==> src/rtl/QuplsInstrPkg.sv <==
// ========================================
// Qupls instruction definitions
// Layout of the 32-bit instruction word and the opcode and
// function codes of the load family and capability group
// ========================================

`default_nettype none

package QuplsInstrPkg;

	// Major opcodes that the load decoder looks at
	// The sized loads sit together so the U forms differ in bit 0 only
	typedef enum logic [6:0]
	{
		OP_LDB = 7'h40,
		OP_LDBU = 7'h41,
		OP_LDW = 7'h42,
		OP_LDWU = 7'h43,
		OP_LDT = 7'h44,
		OP_LDTU = 7'h45,
		OP_LDO = 7'h46,
		OP_LDOU = 7'h47,
		OP_LDH = 7'h48,
		// Indexed load, func picks the variant
		OP_LDX = 7'h49,
		// Capability load with an immediate displacement
		OP_CLOAD = 7'h4A,
		// Jump to subroutine through a pointer loaded from memory
		OP_JSRI = 7'h4C,
		// Capability group, func picks the operation
		OP_CAP = 7'h2E,
		OP_NOP = 7'h7F
	} opcode_t;

	// Function codes
	// FN_LDAX and FN_CLOADX live under OP_LDX
	// FN_CLOADTAGS lives under OP_CAP
	typedef enum logic [6:0]
	{
		// Load address indexed, computes an address and reads nothing
		FN_LDAX = 7'h10,
		// Capability load, indexed form
		FN_CLOADX = 7'h11,
		// Load the tag bits of a block of capabilities
		FN_CLOADTAGS = 7'h20
	} func_t;

	// ========================================
	// Instruction word
	// ========================================

	// Opcode sits in the low bits and func in the high bits
	// For non-indexed forms func and rb together hold a 13-bit immediate
	typedef struct packed
	{
		logic [6:0] func;
		logic [5:0] rb;
		logic [5:0] ra;
		logic [5:0] rd;
		opcode_t opcode;
	} instruction_t;

	// Width of the immediate carried by func and rb
	localparam int ImmBits = 13;

endpackage

`default_nettype wire
==> src/rtl/QuplsDecodePkg.sv <==
// ========================================
// Qupls decode types
// Fetch packet, decoded load record, memory size codes
// and the queue depths used by default at the top level
// ========================================

`default_nettype none

package QuplsDecodePkg;

	// One fetched instruction and the address it came from
	typedef struct packed
	{
		QuplsInstrPkg::instruction_t instr;
		logic [31:0] pc;
	} fetch_packet_t;

	// Access size of a memory operation
	// Capability loads, the tag load and JSRI move an octa
	typedef enum logic [2:0]
	{
		MS_BYTE = 3'd0,
		MS_WYDE = 3'd1,
		MS_TETRA = 3'd2,
		MS_OCTA = 3'd3,
		MS_HEXI = 3'd4
	} mem_size_t;

	// Record leaving the decode stage
	// The immediate is already sign extended to the full width
	typedef struct packed
	{
		logic [31:0] pc;
		logic load;
		logic cload;
		logic cloadTags;
		logic zeroExt;
		logic indexed;
		mem_size_t memSize;
		logic [5:0] rd;
		logic [5:0] ra;
		logic [5:0] rb;
		logic [31:0] imm;
	} decode_t;

	// Queue sizes that the top level hands down
	localparam int DefInDepth = 4;
	localparam int DefOutDepth = 4;
	localparam int DefOutCredits = 2;

endpackage

`default_nettype wire

==> src/rtl/QuplsDecodeTop.sv <==
// ========================================
// Load decode top level
// Input queue, decode stage and output queue in a row
// with credits routed between them
// ========================================

`timescale 1ns/10ps
`default_nettype none

module QuplsDecodeTop #(
	parameter int InDepth = QuplsDecodePkg::DefInDepth,
	parameter int OutDepth = QuplsDecodePkg::DefOutDepth,
	parameter int OutCredits = QuplsDecodePkg::DefOutCredits
)
(
	input logic clk,
	input logic arstN,
	input logic inValid,
	input QuplsDecodePkg::fetch_packet_t inPkt,
	output logic inCredit,
	output logic outValid,
	output QuplsDecodePkg::decode_t outDec,
	input logic outCredit
);

	import QuplsDecodePkg::*;

	// Input queue to decode stage
	logic pktValid;
	fetch_packet_t pkt;
	// Decode stage to output queue
	logic decValid;
	decode_t dec;
	// Output queue slot freed, returned to the input queue
	logic slotCredit;

	// Holds one credit per output queue slot, so a popped packet
	// always finds room after the decode stage
	QuplsDecodeQueue #(
		.Depth(InDepth),
		.Credits(OutDepth),
		.T(fetch_packet_t)
	) uInQueue
	(
		.clk(clk),
		.arstN(arstN),
		.enqValid(inValid),
		.enqData(inPkt),
		.enqCredit(inCredit),
		.deqValid(pktValid),
		.deqData(pkt),
		.retCredit(slotCredit)
	);

	QuplsDecodeStage uStage
	(
		.clk(clk),
		.arstN(arstN),
		.inValid(pktValid),
		.inPkt(pkt),
		.outValid(decValid),
		.outDec(dec)
	);

	// Releases records against the consumer's credits
	QuplsDecodeQueue #(
		.Depth(OutDepth),
		.Credits(OutCredits),
		.T(decode_t)
	) uOutQueue
	(
		.clk(clk),
		.arstN(arstN),
		.enqValid(decValid),
		.enqData(dec),
		.enqCredit(slotCredit),
		.deqValid(outValid),
		.deqData(outDec),
		.retCredit(outCredit)
	);

endmodule

`default_nettype wire

==> src/rtl/QuplsDecodeStage.sv <==
// ========================================
// Decode stage
// Runs the load classifier and field extractor and
// registers the combined record with its valid bit
// ========================================

`timescale 1ns/10ps
`default_nettype none

module QuplsDecodeStage
(
	input logic clk,
	input logic arstN,
	input logic inValid,
	input QuplsDecodePkg::fetch_packet_t inPkt,
	output logic outValid,
	output QuplsDecodePkg::decode_t outDec
);

	import QuplsDecodePkg::*;

	logic load;
	logic cload;
	logic cloadTags;
	logic zeroExt;
	logic indexed;
	mem_size_t memSize;
	logic [5:0] rd;
	logic [5:0] ra;
	logic [5:0] rb;
	logic [31:0] imm;
	// Record before the pipeline register
	decode_t dec;

	QuplsDecodeLoad uLoad
	(
		.instr(inPkt.instr),
		.load(load),
		.cload(cload),
		.cloadTags(cloadTags)
	);

	QuplsDecodeFields uFields
	(
		.instr(inPkt.instr),
		.memSize(memSize),
		.zeroExt(zeroExt),
		.indexed(indexed),
		.rd(rd),
		.ra(ra),
		.rb(rb),
		.imm(imm)
	);

	always_comb
	begin
		dec.pc = inPkt.pc;
		dec.load = load;
		dec.cload = cload;
		dec.cloadTags = cloadTags;
		dec.zeroExt = zeroExt;
		dec.indexed = indexed;
		dec.memSize = memSize;
		dec.rd = rd;
		dec.ra = ra;
		dec.rb = rb;
		dec.imm = imm;
	end

	// Valid follows its input one cycle later, there is no stall
	always_ff @(posedge clk or negedge arstN)
	begin
		if (!arstN)
			outValid <= 1'b0;
		else
			outValid <= inValid;
	end

	// Record is only captured for a valid packet
	always_ff @(posedge clk)
	begin
		if (inValid)
			outDec <= dec;
	end

endmodule

`default_nettype wire

==> src/rtl/QuplsDecodeQueue.sv <==
// ========================================
// Credit queue
// Circular FIFO that returns a credit upstream on every
// pop and only pops while it holds downstream credit
// ========================================

`timescale 1ns/10ps
`default_nettype none

module QuplsDecodeQueue #(
	parameter int Depth = 4,
	parameter int Credits = 2,
	parameter type T = logic
)
(
	input logic clk,
	input logic arstN,
	input logic enqValid,
	input T enqData,
	output logic enqCredit,
	output logic deqValid,
	output T deqData,
	input logic retCredit
);

	localparam int PtrW = (Depth > 1) ? $clog2(Depth) : 1;
	localparam int CntW = $clog2(Depth + 1);
	localparam int CrdW = $clog2(Credits + 1);

	// Storage, written on every valid enqueue
	T mem [Depth];
	logic [PtrW-1:0] wrPtr;
	logic [PtrW-1:0] rdPtr;
	// Entries held right now
	logic [CntW-1:0] count;
	// Downstream slots this queue may still fill
	logic [CrdW-1:0] credits;
	logic pop;

	// Advance a pointer and wrap at Depth, which need not be a power of two
	function automatic logic [PtrW-1:0] nextPtr(input logic [PtrW-1:0] ptr);
		nextPtr = (ptr == PtrW'(Depth - 1)) ? '0 : ptr + 1'b1;
	endfunction

	// ========================================
	// Dequeue side
	// ========================================

	// Pop whenever an entry waits and a downstream slot is reserved
	assign pop = (count != '0) && (credits != '0);
	assign deqValid = pop;
	assign deqData = mem[rdPtr];

	// The freed slot goes straight back to the producer as a credit
	assign enqCredit = pop;

	always_ff @(posedge clk)
	begin
		if (enqValid)
			mem[wrPtr] <= enqData;
	end

	always_ff @(posedge clk or negedge arstN)
	begin
		if (!arstN)
		begin
			wrPtr <= '0;
			rdPtr <= '0;
			count <= '0;
			credits <= CrdW'(Credits);
		end
		else
		begin
			if (enqValid)
				wrPtr <= nextPtr(wrPtr);
			if (pop)
				rdPtr <= nextPtr(rdPtr);
			// Enqueue and pop in one cycle leave the count alone
			case ({enqValid, pop})
				2'b10: count <= count + 1'b1;
				2'b01: count <= count - 1'b1;
				default: count <= count;
			endcase
			// Spending and a returned credit in one cycle cancel out
			case ({pop, retCredit})
				2'b10: credits <= credits - 1'b1;
				2'b01: credits <= credits + 1'b1;
				default: credits <= credits;
			endcase
		end
	end

endmodule

`default_nettype wire

==> src/rtl/QuplsDecodeFields.sv <==
// ========================================
// Load field extractor
// Pulls registers, access size, zero extension, indexed
// mode and the sign-extended immediate from a word
// ========================================

`timescale 1ns/10ps
`default_nettype none

module QuplsDecodeFields
(
	input QuplsInstrPkg::instruction_t instr,
	output QuplsDecodePkg::mem_size_t memSize,
	output logic zeroExt,
	output logic indexed,
	output logic [5:0] rd,
	output logic [5:0] ra,
	output logic [5:0] rb,
	output logic [31:0] imm
);

	import QuplsInstrPkg::*;
	import QuplsDecodePkg::*;

	// Immediate field of the non-indexed forms, func on top of rb
	logic [ImmBits-1:0] immField;

	assign immField = {instr.func, instr.rb};

	// Access size depends on the opcode alone
	always_comb
	begin
		case (instr.opcode)
			OP_LDB, OP_LDBU:
				memSize = MS_BYTE;
			OP_LDW, OP_LDWU:
				memSize = MS_WYDE;
			OP_LDT, OP_LDTU:
				memSize = MS_TETRA;
			OP_LDO, OP_LDOU, OP_LDX, OP_JSRI, OP_CLOAD, OP_CAP:
				memSize = MS_OCTA;
			OP_LDH:
				memSize = MS_HEXI;
			default:
				memSize = MS_BYTE;
		endcase
	end

	// Only the U forms zero extend, the rest sign extend
	always_comb
	begin
		case (instr.opcode)
			OP_LDBU, OP_LDWU, OP_LDTU, OP_LDOU:
				zeroExt = 1'b1;
			default:
				zeroExt = 1'b0;
		endcase
	end

	assign indexed = (instr.opcode == OP_LDX);
	assign rd = instr.rd;
	assign ra = instr.ra;

	// Indexed form uses rb as the index register and has no displacement
	// Other forms spend the rb bits on the immediate, so rb reads as zero
	always_comb
	begin
		if (indexed)
		begin
			rb = instr.rb;
			imm = '0;
		end
		else
		begin
			rb = '0;
			imm = {{(32 - ImmBits){immField[ImmBits-1]}}, immField};
		end
	end

endmodule

`default_nettype wire

==> src/rtl/QuplsDecodeLoad.sv <==
// ========================================
// Load classifier
// Marks plain loads, capability loads and capability
// tag loads from the opcode and function fields
// ========================================

`timescale 1ns/10ps
`default_nettype none

module QuplsDecodeLoad
(
	input QuplsInstrPkg::instruction_t instr,
	output logic load,
	output logic cload,
	output logic cloadTags
);

	import QuplsInstrPkg::*;

	// Plain loads
	// Every sized load counts, and JSRI too since it reads its target
	// The indexed opcode counts unless func turns it into an address calculation
	always_comb
	begin
		case (instr.opcode)
			OP_JSRI,
			OP_LDB, OP_LDBU,
			OP_LDW, OP_LDWU,
			OP_LDT, OP_LDTU,
			OP_LDO, OP_LDOU,
			OP_LDH:
				load = 1'b1;
			OP_LDX:
				load = (instr.func != FN_LDAX);
			default:
				load = 1'b0;
		endcase
	end

	// Capability loads, immediate form or indexed form with FN_CLOADX
	always_comb
	begin
		case (instr.opcode)
			OP_CLOAD:
				cload = 1'b1;
			OP_LDX:
				cload = (instr.func == FN_CLOADX);
			default:
				cload = 1'b0;
		endcase
	end

	// Tag loads only come from the capability group
	// This is not the same test as cload above
	always_comb
	begin
		cloadTags = (instr.opcode == OP_CAP) && (instr.func == FN_CLOADTAGS);
	end

endmodule

`default_nettype wire

==> config.mk <==
export PLATFORM = sky130hd
export DESIGN_NAME = QuplsDecodeTop
export DESIGN_NICKNAME = d
export VERILOG_FILES = /design/src/rtl/QuplsInstrPkg.sv /design/src/rtl/QuplsDecodePkg.sv /design/src/rtl/QuplsDecodeTop.sv /design/src/rtl/QuplsDecodeStage.sv /design/src/rtl/QuplsDecodeQueue.sv /design/src/rtl/QuplsDecodeFields.sv /design/src/rtl/QuplsDecodeLoad.sv
export SDC_FILE = /design/constraint.sdc
export NUM_CORES = 1
export LEC_CHECK = 0
export ABC_AREA = 1
export BUFFER_PORTS_ARGS = -buffer_cell sky130_fd_sc_hd__clkbuf_2
export CORE_MARGIN = 4
export CORE_UTILIZATION = 55
export DETAILED_ROUTE_END_ITERATION = 6
export PLACE_DENSITY = 0.81
export SLEW_MARGIN = 20
export SYNTH_ARGS = -nofsm -noshare
export SYNTH_HDL_FRONTEND = slang
export SYNTH_SLANG_ARGS = --single-unit
==> constraint.sdc <==
create_clock -name clk -period 9.2 [get_ports clk]
set_input_delay 0 -clock clk [delete_from_list [all_inputs] [get_ports clk]]
set_output_delay 0 -clock clk [all_outputs]
set_load 0.005 [all_outputs]
* Word level (Yosys, flattened, before mapping)
Memory sizes are Yosys's and may differ from the RTL's.
Index checks and enable logic that the tools add are counted.
** Storage, ports and cells
- Bits in registers :: 91
- RAM bits :: 616
- Bits of input ports :: 68
- Word-level logic and storage cells :: 94
- Memories :: 2
** Operators by class
- Add/sub/neg operators :: 12
- Equal/unequal tests :: 28
- Muxes and demuxes :: 16
- Reductions and logical operators :: 16
** Memory list
- uOutQueue.mem :: depth 4, bits a word 90, rd ports 1, clocked after Yosys merged registers in 0, write ports 1, line QuplsDecodeQueue.sv:31 : T mem [Depth];
- uInQueue.mem :: depth 4, bits a word 64, rd ports 1, clocked after Yosys merged registers in 0, write ports 1, line QuplsDecodeQueue.sv:31
** Operator list (count)
- 7-bit == test, second input constant :: 12
- 3-bit one-hot mux with 2 select lines :: 3
- 2-bit == test, second input constant :: 8
- 7-bit by 6-bit == test with 1-bit output, second input constant :: 2
- 3-bit one-hot mux with 4 select lines :: 1
- 2-bit by 1-bit adder with 2-bit output, second input constant :: 5
- 2-bit nonzero test :: 5
- 10-bit OR reduction :: 1
- 3-bit by 1-bit adder with 3-bit output, second input constant :: 3
- 3-bit nonzero test :: 3
- 3-bit by 1-bit subtractor with 3-bit output, second input constant :: 3
- 2-bit by 1-bit == test with 1-bit output, second input constant :: 4
- 2-bit 2-to-1 mux :: 4
- 7-bit by 5-bit == test with 1-bit output, second input constant :: 1
- 7-bit by 5-bit inequality test with 1-bit output, second input constant :: 1
- 6-bit OR reduction :: 1
- 1-bit 2-to-1 mux :: 5
- 1-bit one-hot mux with 2 select lines :: 2
- 2-bit one-hot mux with 2 select lines :: 1
- 2-bit OR reduction :: 2
- 4-bit OR reduction :: 1
- 1-bit logical AND :: 3
- 2-bit by 1-bit subtractor with 2-bit output, second input constant :: 1

* Longest topological paths before layout
- Depth after elaboration :: 4
- Depth in mapped cells :: 12

* By module
From an unflattened synthesis, not the netlist that was laid out.
** Second synthesis, totals
- Cell total of the unflattened synthesis :: 2188
- Area, all modules :: 29568.4 um2
** By module, submodules not included
- QuplsDecodeQueue (uOutQueue) :: instances 1, cells each 1122, area an instance 15254.6 um2, sequential area each 11036.8 um2
- QuplsDecodeQueue (uInQueue) :: instances 1, cells each 826, area an instance 10864.2 um2, sequential area each 7938.9 um2
- QuplsDecodeStage :: instances 1, cells each 91, area an instance 2727.6 um2, sequential area each 2727.6 um2
- QuplsDecodeFields :: instances 1, cells each 102, area an instance 535.5 um2, sequential area each 0.0 um2
- QuplsDecodeLoad :: instances 1, cells each 47, area an instance 186.4 um2, sequential area each 0.0 um2

* Least setup slack after synthesis
OpenSTA, ideal clock, no wires.
- Path type :: register -> register
- Start :: register uInQueue.credits[2]
- End :: register uInQueue.count[2]
- Arrival time :: 3284 ps
- Required time :: 9121 ps
- Setup slack :: 5837 ps
- Stages on the path, launching flop included :: 12
- Buffers on the path :: 0
- Period minus slack after synthesis :: 3363 ps
- Cell sequence :: dfstp_2 inv_1 nand2_1 nand2_1 inv_1 ha_1 inv_1 fa_1 nor2_1 nor2_1 nand2_1 xor2_1
** Between the ends
- Longest elaborated chain between the ends :: 4
** RTL lines
- from (decl) :: line QuplsDecodeQueue.sv:37 : logic [CrdW-1:0] credits;
- from (signal assigned) :: line QuplsDecodeQueue.sv:70 : credits <= CrdW'(Credits);
- from (signal assigned) :: line QuplsDecodeQueue.sv:86 : 2'b10: credits <= credits - 1'b1;
- from (signal assigned) :: line QuplsDecodeQueue.sv:87 : 2'b01: credits <= credits + 1'b1;
- 3-bit nonzero test * :: line QuplsDecodeQueue.sv:50 : assign pop = (count != '0) && (credits != '0);
- 1-bit logical AND * :: line QuplsDecodeQueue.sv:50
- named net inCredit :: line QuplsDecodeTop.sv:20 : output logic inCredit,
- 2-bit by 1-bit == test with 1-bit output / 2-bit == test (equally long branches) :: line QuplsDecodeQueue.sv:79 : case ({enqValid, pop})
- 3-bit one-hot mux with 2 select lines / 2-bit nonzero test (equally long branches)
- to (signal assigned) :: line QuplsDecodeQueue.sv:80 : 2'b10: count <= count + 1'b1;
- to (signal assigned) :: line QuplsDecodeQueue.sv:81 : 2'b01: count <= count - 1'b1;
- to (signal assigned) :: line QuplsDecodeQueue.sv:82 : default: count <= count;
- to (decl) :: line QuplsDecodeQueue.sv:35 : logic [CntW-1:0] count;
Mark *: on every way through the listed nets, which the timed path passes. The rest lies on a longest branch.
A chain may end at the register's enable or synchronous reset.

==> reports/results.tsv <==
metric	value	unit
min_period_over_period	0.4013	
startpoint_type	flop	
viasPerCell	5.674	
regToRegSetupSlack	6.11	ns
gp_routability_congestion	0.8331	
slowest_delay	0.74	ns
timing_hold_violations_final	0	
fraction_of_the_yosys_area_taken_by_sequential_cells	0.7915	
clkSinkCount	631	
timing.critical_path.fanout_max	71	
hpwl	27540	um
insertion_delay	0.58	ns
cp.buffers_inverters	4	
overall_die_area	0.04669	sq mm
seq_cell_area	0.01886	sq mm
worst_path_max_delay_cell	dfrtp_4	
number_of_global_route_vias_before_repair	13350	
synthArstFlopShare	0.03170	
cts-htree-levels	2	
worst-endpoint-required	9.20	ns
design.portCount	160	
grt_overflow	0	
min_path_type	in2async	
cts.clk_slew.worst_paths	0.06	ns
post-synth-top-count-cell	edfxtp_1	
detail_route.iter0.violations	1643	
cp_num_cells	6	
tritoncts	built	
combined_area_of_the_multi_input_logic_cells	0.004244	sq mm
power_density	221.1	mW/mm^2
crit_path_frequent_cell	buf_4	
endpoint	outDec[60]	
synthTopCellsByCount	edfxtp_1, nor2_1, o21ai_0	
max_freq	270.9	MHz
worstMarginPinSlew	1.100	ns
drt-wirelength-per-cell	20.02	um
initial_utilization	0.5615	
syn_nets	1732	
regToRegStartpoint	uInQueue.rdPtr[0]$_DFFE_PN0P_	
coreArea	0.04242	sq mm
synthCells	1647	
cts_made_buffers	55	
setup_skew	0.02540	ns
timing.final.setup_violations	0	
vias	14000	
final_nets	1922	
first_pass_grt_wire_length	75310	um
die_width	216.1	um
synth.top_cell.area_share	0.7704	
crit_path_cell_trace	clkinv_2 -> buf_4 -> buf_4 -> o21ai_0 -> o22ai_1 -> clkbuf_2	
grt_usage	0.2054	
maxCapViolCount	0	
syn-mean-instance-area	14.46	sq um
cp.arrival	3.69	ns
crit-reg2reg-capture	uStage.outDec[56]$_DFFE_PP_	
final.setup.worst_slack	5.508	ns
place_ws	6.149	ns
cts.root.buffer_cell	clkbuf_16	
clock_tree.buffer_depth	3	
power.static_leakage	0.009623	uW
postSynth.topFlopCell	edfxtp_1	
area_growth_syn_to_layout	15.29	%
criticalPathCategory	reg2out	
yosysWarnings	0	
fill_cells	2836	
critical_path.startpoint	uOutQueue.rdPtr[0]$_DFFE_PN0P_	
drtAntennaViolNets	0	
ys_top_cells_by_area	edfxtp_1, o21ai_0, nor2_1	
drt-total-wl	49380	um
postSynthRegisterBits	631	
finalSetupTns	0	ns
peakVddDrop	0.1435	mV
placement_rows	75	
slew_violations	0	
die_height	216.1	um
endpoint_kind	output pin	
grt_start_max_net_pins	112	
yosysTopAreaCell	edfxtp_1	
run_status	completed	
fin_crit	3.692	ns
yosys.cell_types.count	33	
drive_gt1_frac	0.1577	
synth_edf_count	611	
setup_repair_after_global_routing_missed_its_margin	false	
numPortBuffers	159	
antenna_found_initial	9	
worst_r2r_path_depth	12	
netlist_area_before_placement	0.02382	sq mm
remaining_drc_errors	0	
dr.pass1.iters	7	
slew_headroom	0.2670	
worst_path_dominant_cell_family	buffers and inverters	
-- stage by stage --
| stage | instances | power (uW) | hold slack (ns) | utilization | cell area (sq um) |
|---|---|---|---|---|---|
| after floorplan | 1647 | 3647 | -0.2956 | - | 23820 |
| after global placement | 2290 | 3761 | 0.06714 | 0.5870 | 24900 |
| after detailed placement | 2290 | 3777 | 0.08234 | 0.5871 | 24900 |
| after CTS | 2460 | 6089 | 0.01117 | 0.6469 | 27440 |
| after global routing | 2465 | 6273 | 0.06358 | 0.6472 | 27450 |
| final | 2467 | 6071 | 0.01973 | 0.6473 | 27460 |
-- cell type report --
cell class,count,share of cell area
well taps,577,0.02629
clock inverters,24,0.01003
clock buffers,79,0.05787
multi-input cells,867,0.1546
diodes,7,0.0006380
repair buffers,244,0.05833
flip-flops and latches,631,0.6869
inverters,38,0.005377
-- placed cells by master (no fill, tap or decap), drive strengths merged --
| cell type | n |
|---|---|
| bufinv | 6 |
| clkinv | 16 |
| ha | 14 |
| dfrtp | 18 |
| a21oi | 10 |
| dlygate4sd3 | 67 |
| xor2 | 4 |
| o21ai | 243 |
| fa | 3 |
| nor3 | 2 |
| dfstp | 2 |
| inv | 36 |
| a32o | 6 |
| nor4 | 1 |
| nand3 | 36 |
| clkinvlp | 4 |
| a32oi | 1 |
| xnor2 | 4 |
| mux2 | 1 |
| o22ai | 115 |
| nor2 | 274 |
| buf | 18 |
| nand4 | 2 |
| edfxtp | 611 |
| nand2 | 151 |
| clkbuf | 238 |
| diode | 7 |
-- repair_timing --
action                                  in CTS  in global routing
resized for setup                            0                  0
endpoints found under the setup margin       0                  0
buffers inserted                             0                  0
hold endpoints to repair                   280                  0
hold buffers                                67                  0
-- flip-flops by register name (all words and copies together), names as in the netlist --
register	count
uStage.outValid	1
uInQueue.credits	3
uOutQueue.credits	2
uInQueue.rdPtr	2
uInQueue.count	3
uOutQueue.count	3
uInQueue.mem	256
uOutQueue.wrPtr	2
uOutQueue.rdPtr	2
uStage.outDec	71
uInQueue.wrPtr	2
uOutQueue.mem	284
-- per-layer routing --
layer  share of wire  vias to the layer above  global-route usage
met4           0.024                        6             0.05825
met2            0.48                      666              0.3261
met1            0.40                     6819              0.2991
li1                -                     6422                   -
met3           0.094                       85             0.03641
met5         0.00059                        -                   0
-- power by group --
| group | switching [uW] | leakage [uW] | total, uW | internal (uW) |
|---|---|---|---|---|
| Combinational | 244 | 0.00292 | 336 | 92.2 |
| Clock | 956 | 0.000907 | 2320 | 1370 |
| Sequential | 47.6 | 0.00580 | 3410 | 3360 |
| Total | 1250 | 0.00962 | 6070 | 4820 |
-- how the worst min path moves through the flow --
stage	cells past startpoint	from	to
3_5_place_dp	1	arstN	uInQueue.wrPtr[1]$_DFFE_PN0P_
3_3_place_gp	1	arstN	uInQueue.wrPtr[1]$_DFFE_PN0P_
4_1_cts	2	arstN	uInQueue.rdPtr[1]$_DFFE_PN0P_
2_1_floorplan	0	arstN	uInQueue.count[0]$_DFFE_PN0P_
6_report	2	arstN	uInQueue.rdPtr[1]$_DFFE_PN0P_
5_1_grt	2	arstN	uInQueue.rdPtr[1]$_DFFE_PN0P_
-- kinds of logic (layout without fill, tap and decap cells) --
group                    after synthesis  count (layout)  share of synthesized area
XOR/XNOR                               8               8                   0.002942
AND/OR/NAND/NOR                      466             466                    0.07823
adder cells (fa/ha/maj)               17              17                   0.009877
flip-flops                           631             631                     0.7915
AO/OA/AOI/OAI                        375             375                    0.08642
other                                  0               7                          0
multiplexers                           1               1                  0.0004728
buffers and inverters                149             385                    0.03052
-- worst register-to-register path, cell delays in order, from the launching register on --
cell	delay, ns
dfrtp_4	0.64
clkinv_2	0.29
buf_4	0.85
nand2_1	0.19
nand2_1	0.11
nand2_1	0.06
nand2_2	0.13
nand2_2	0.07
inv_2	0.05
nand2_2	0.08
nor2_8	0.24
inv_4	0.09
o21ai_2	0.14
Power figures use the tool's default switching activity.
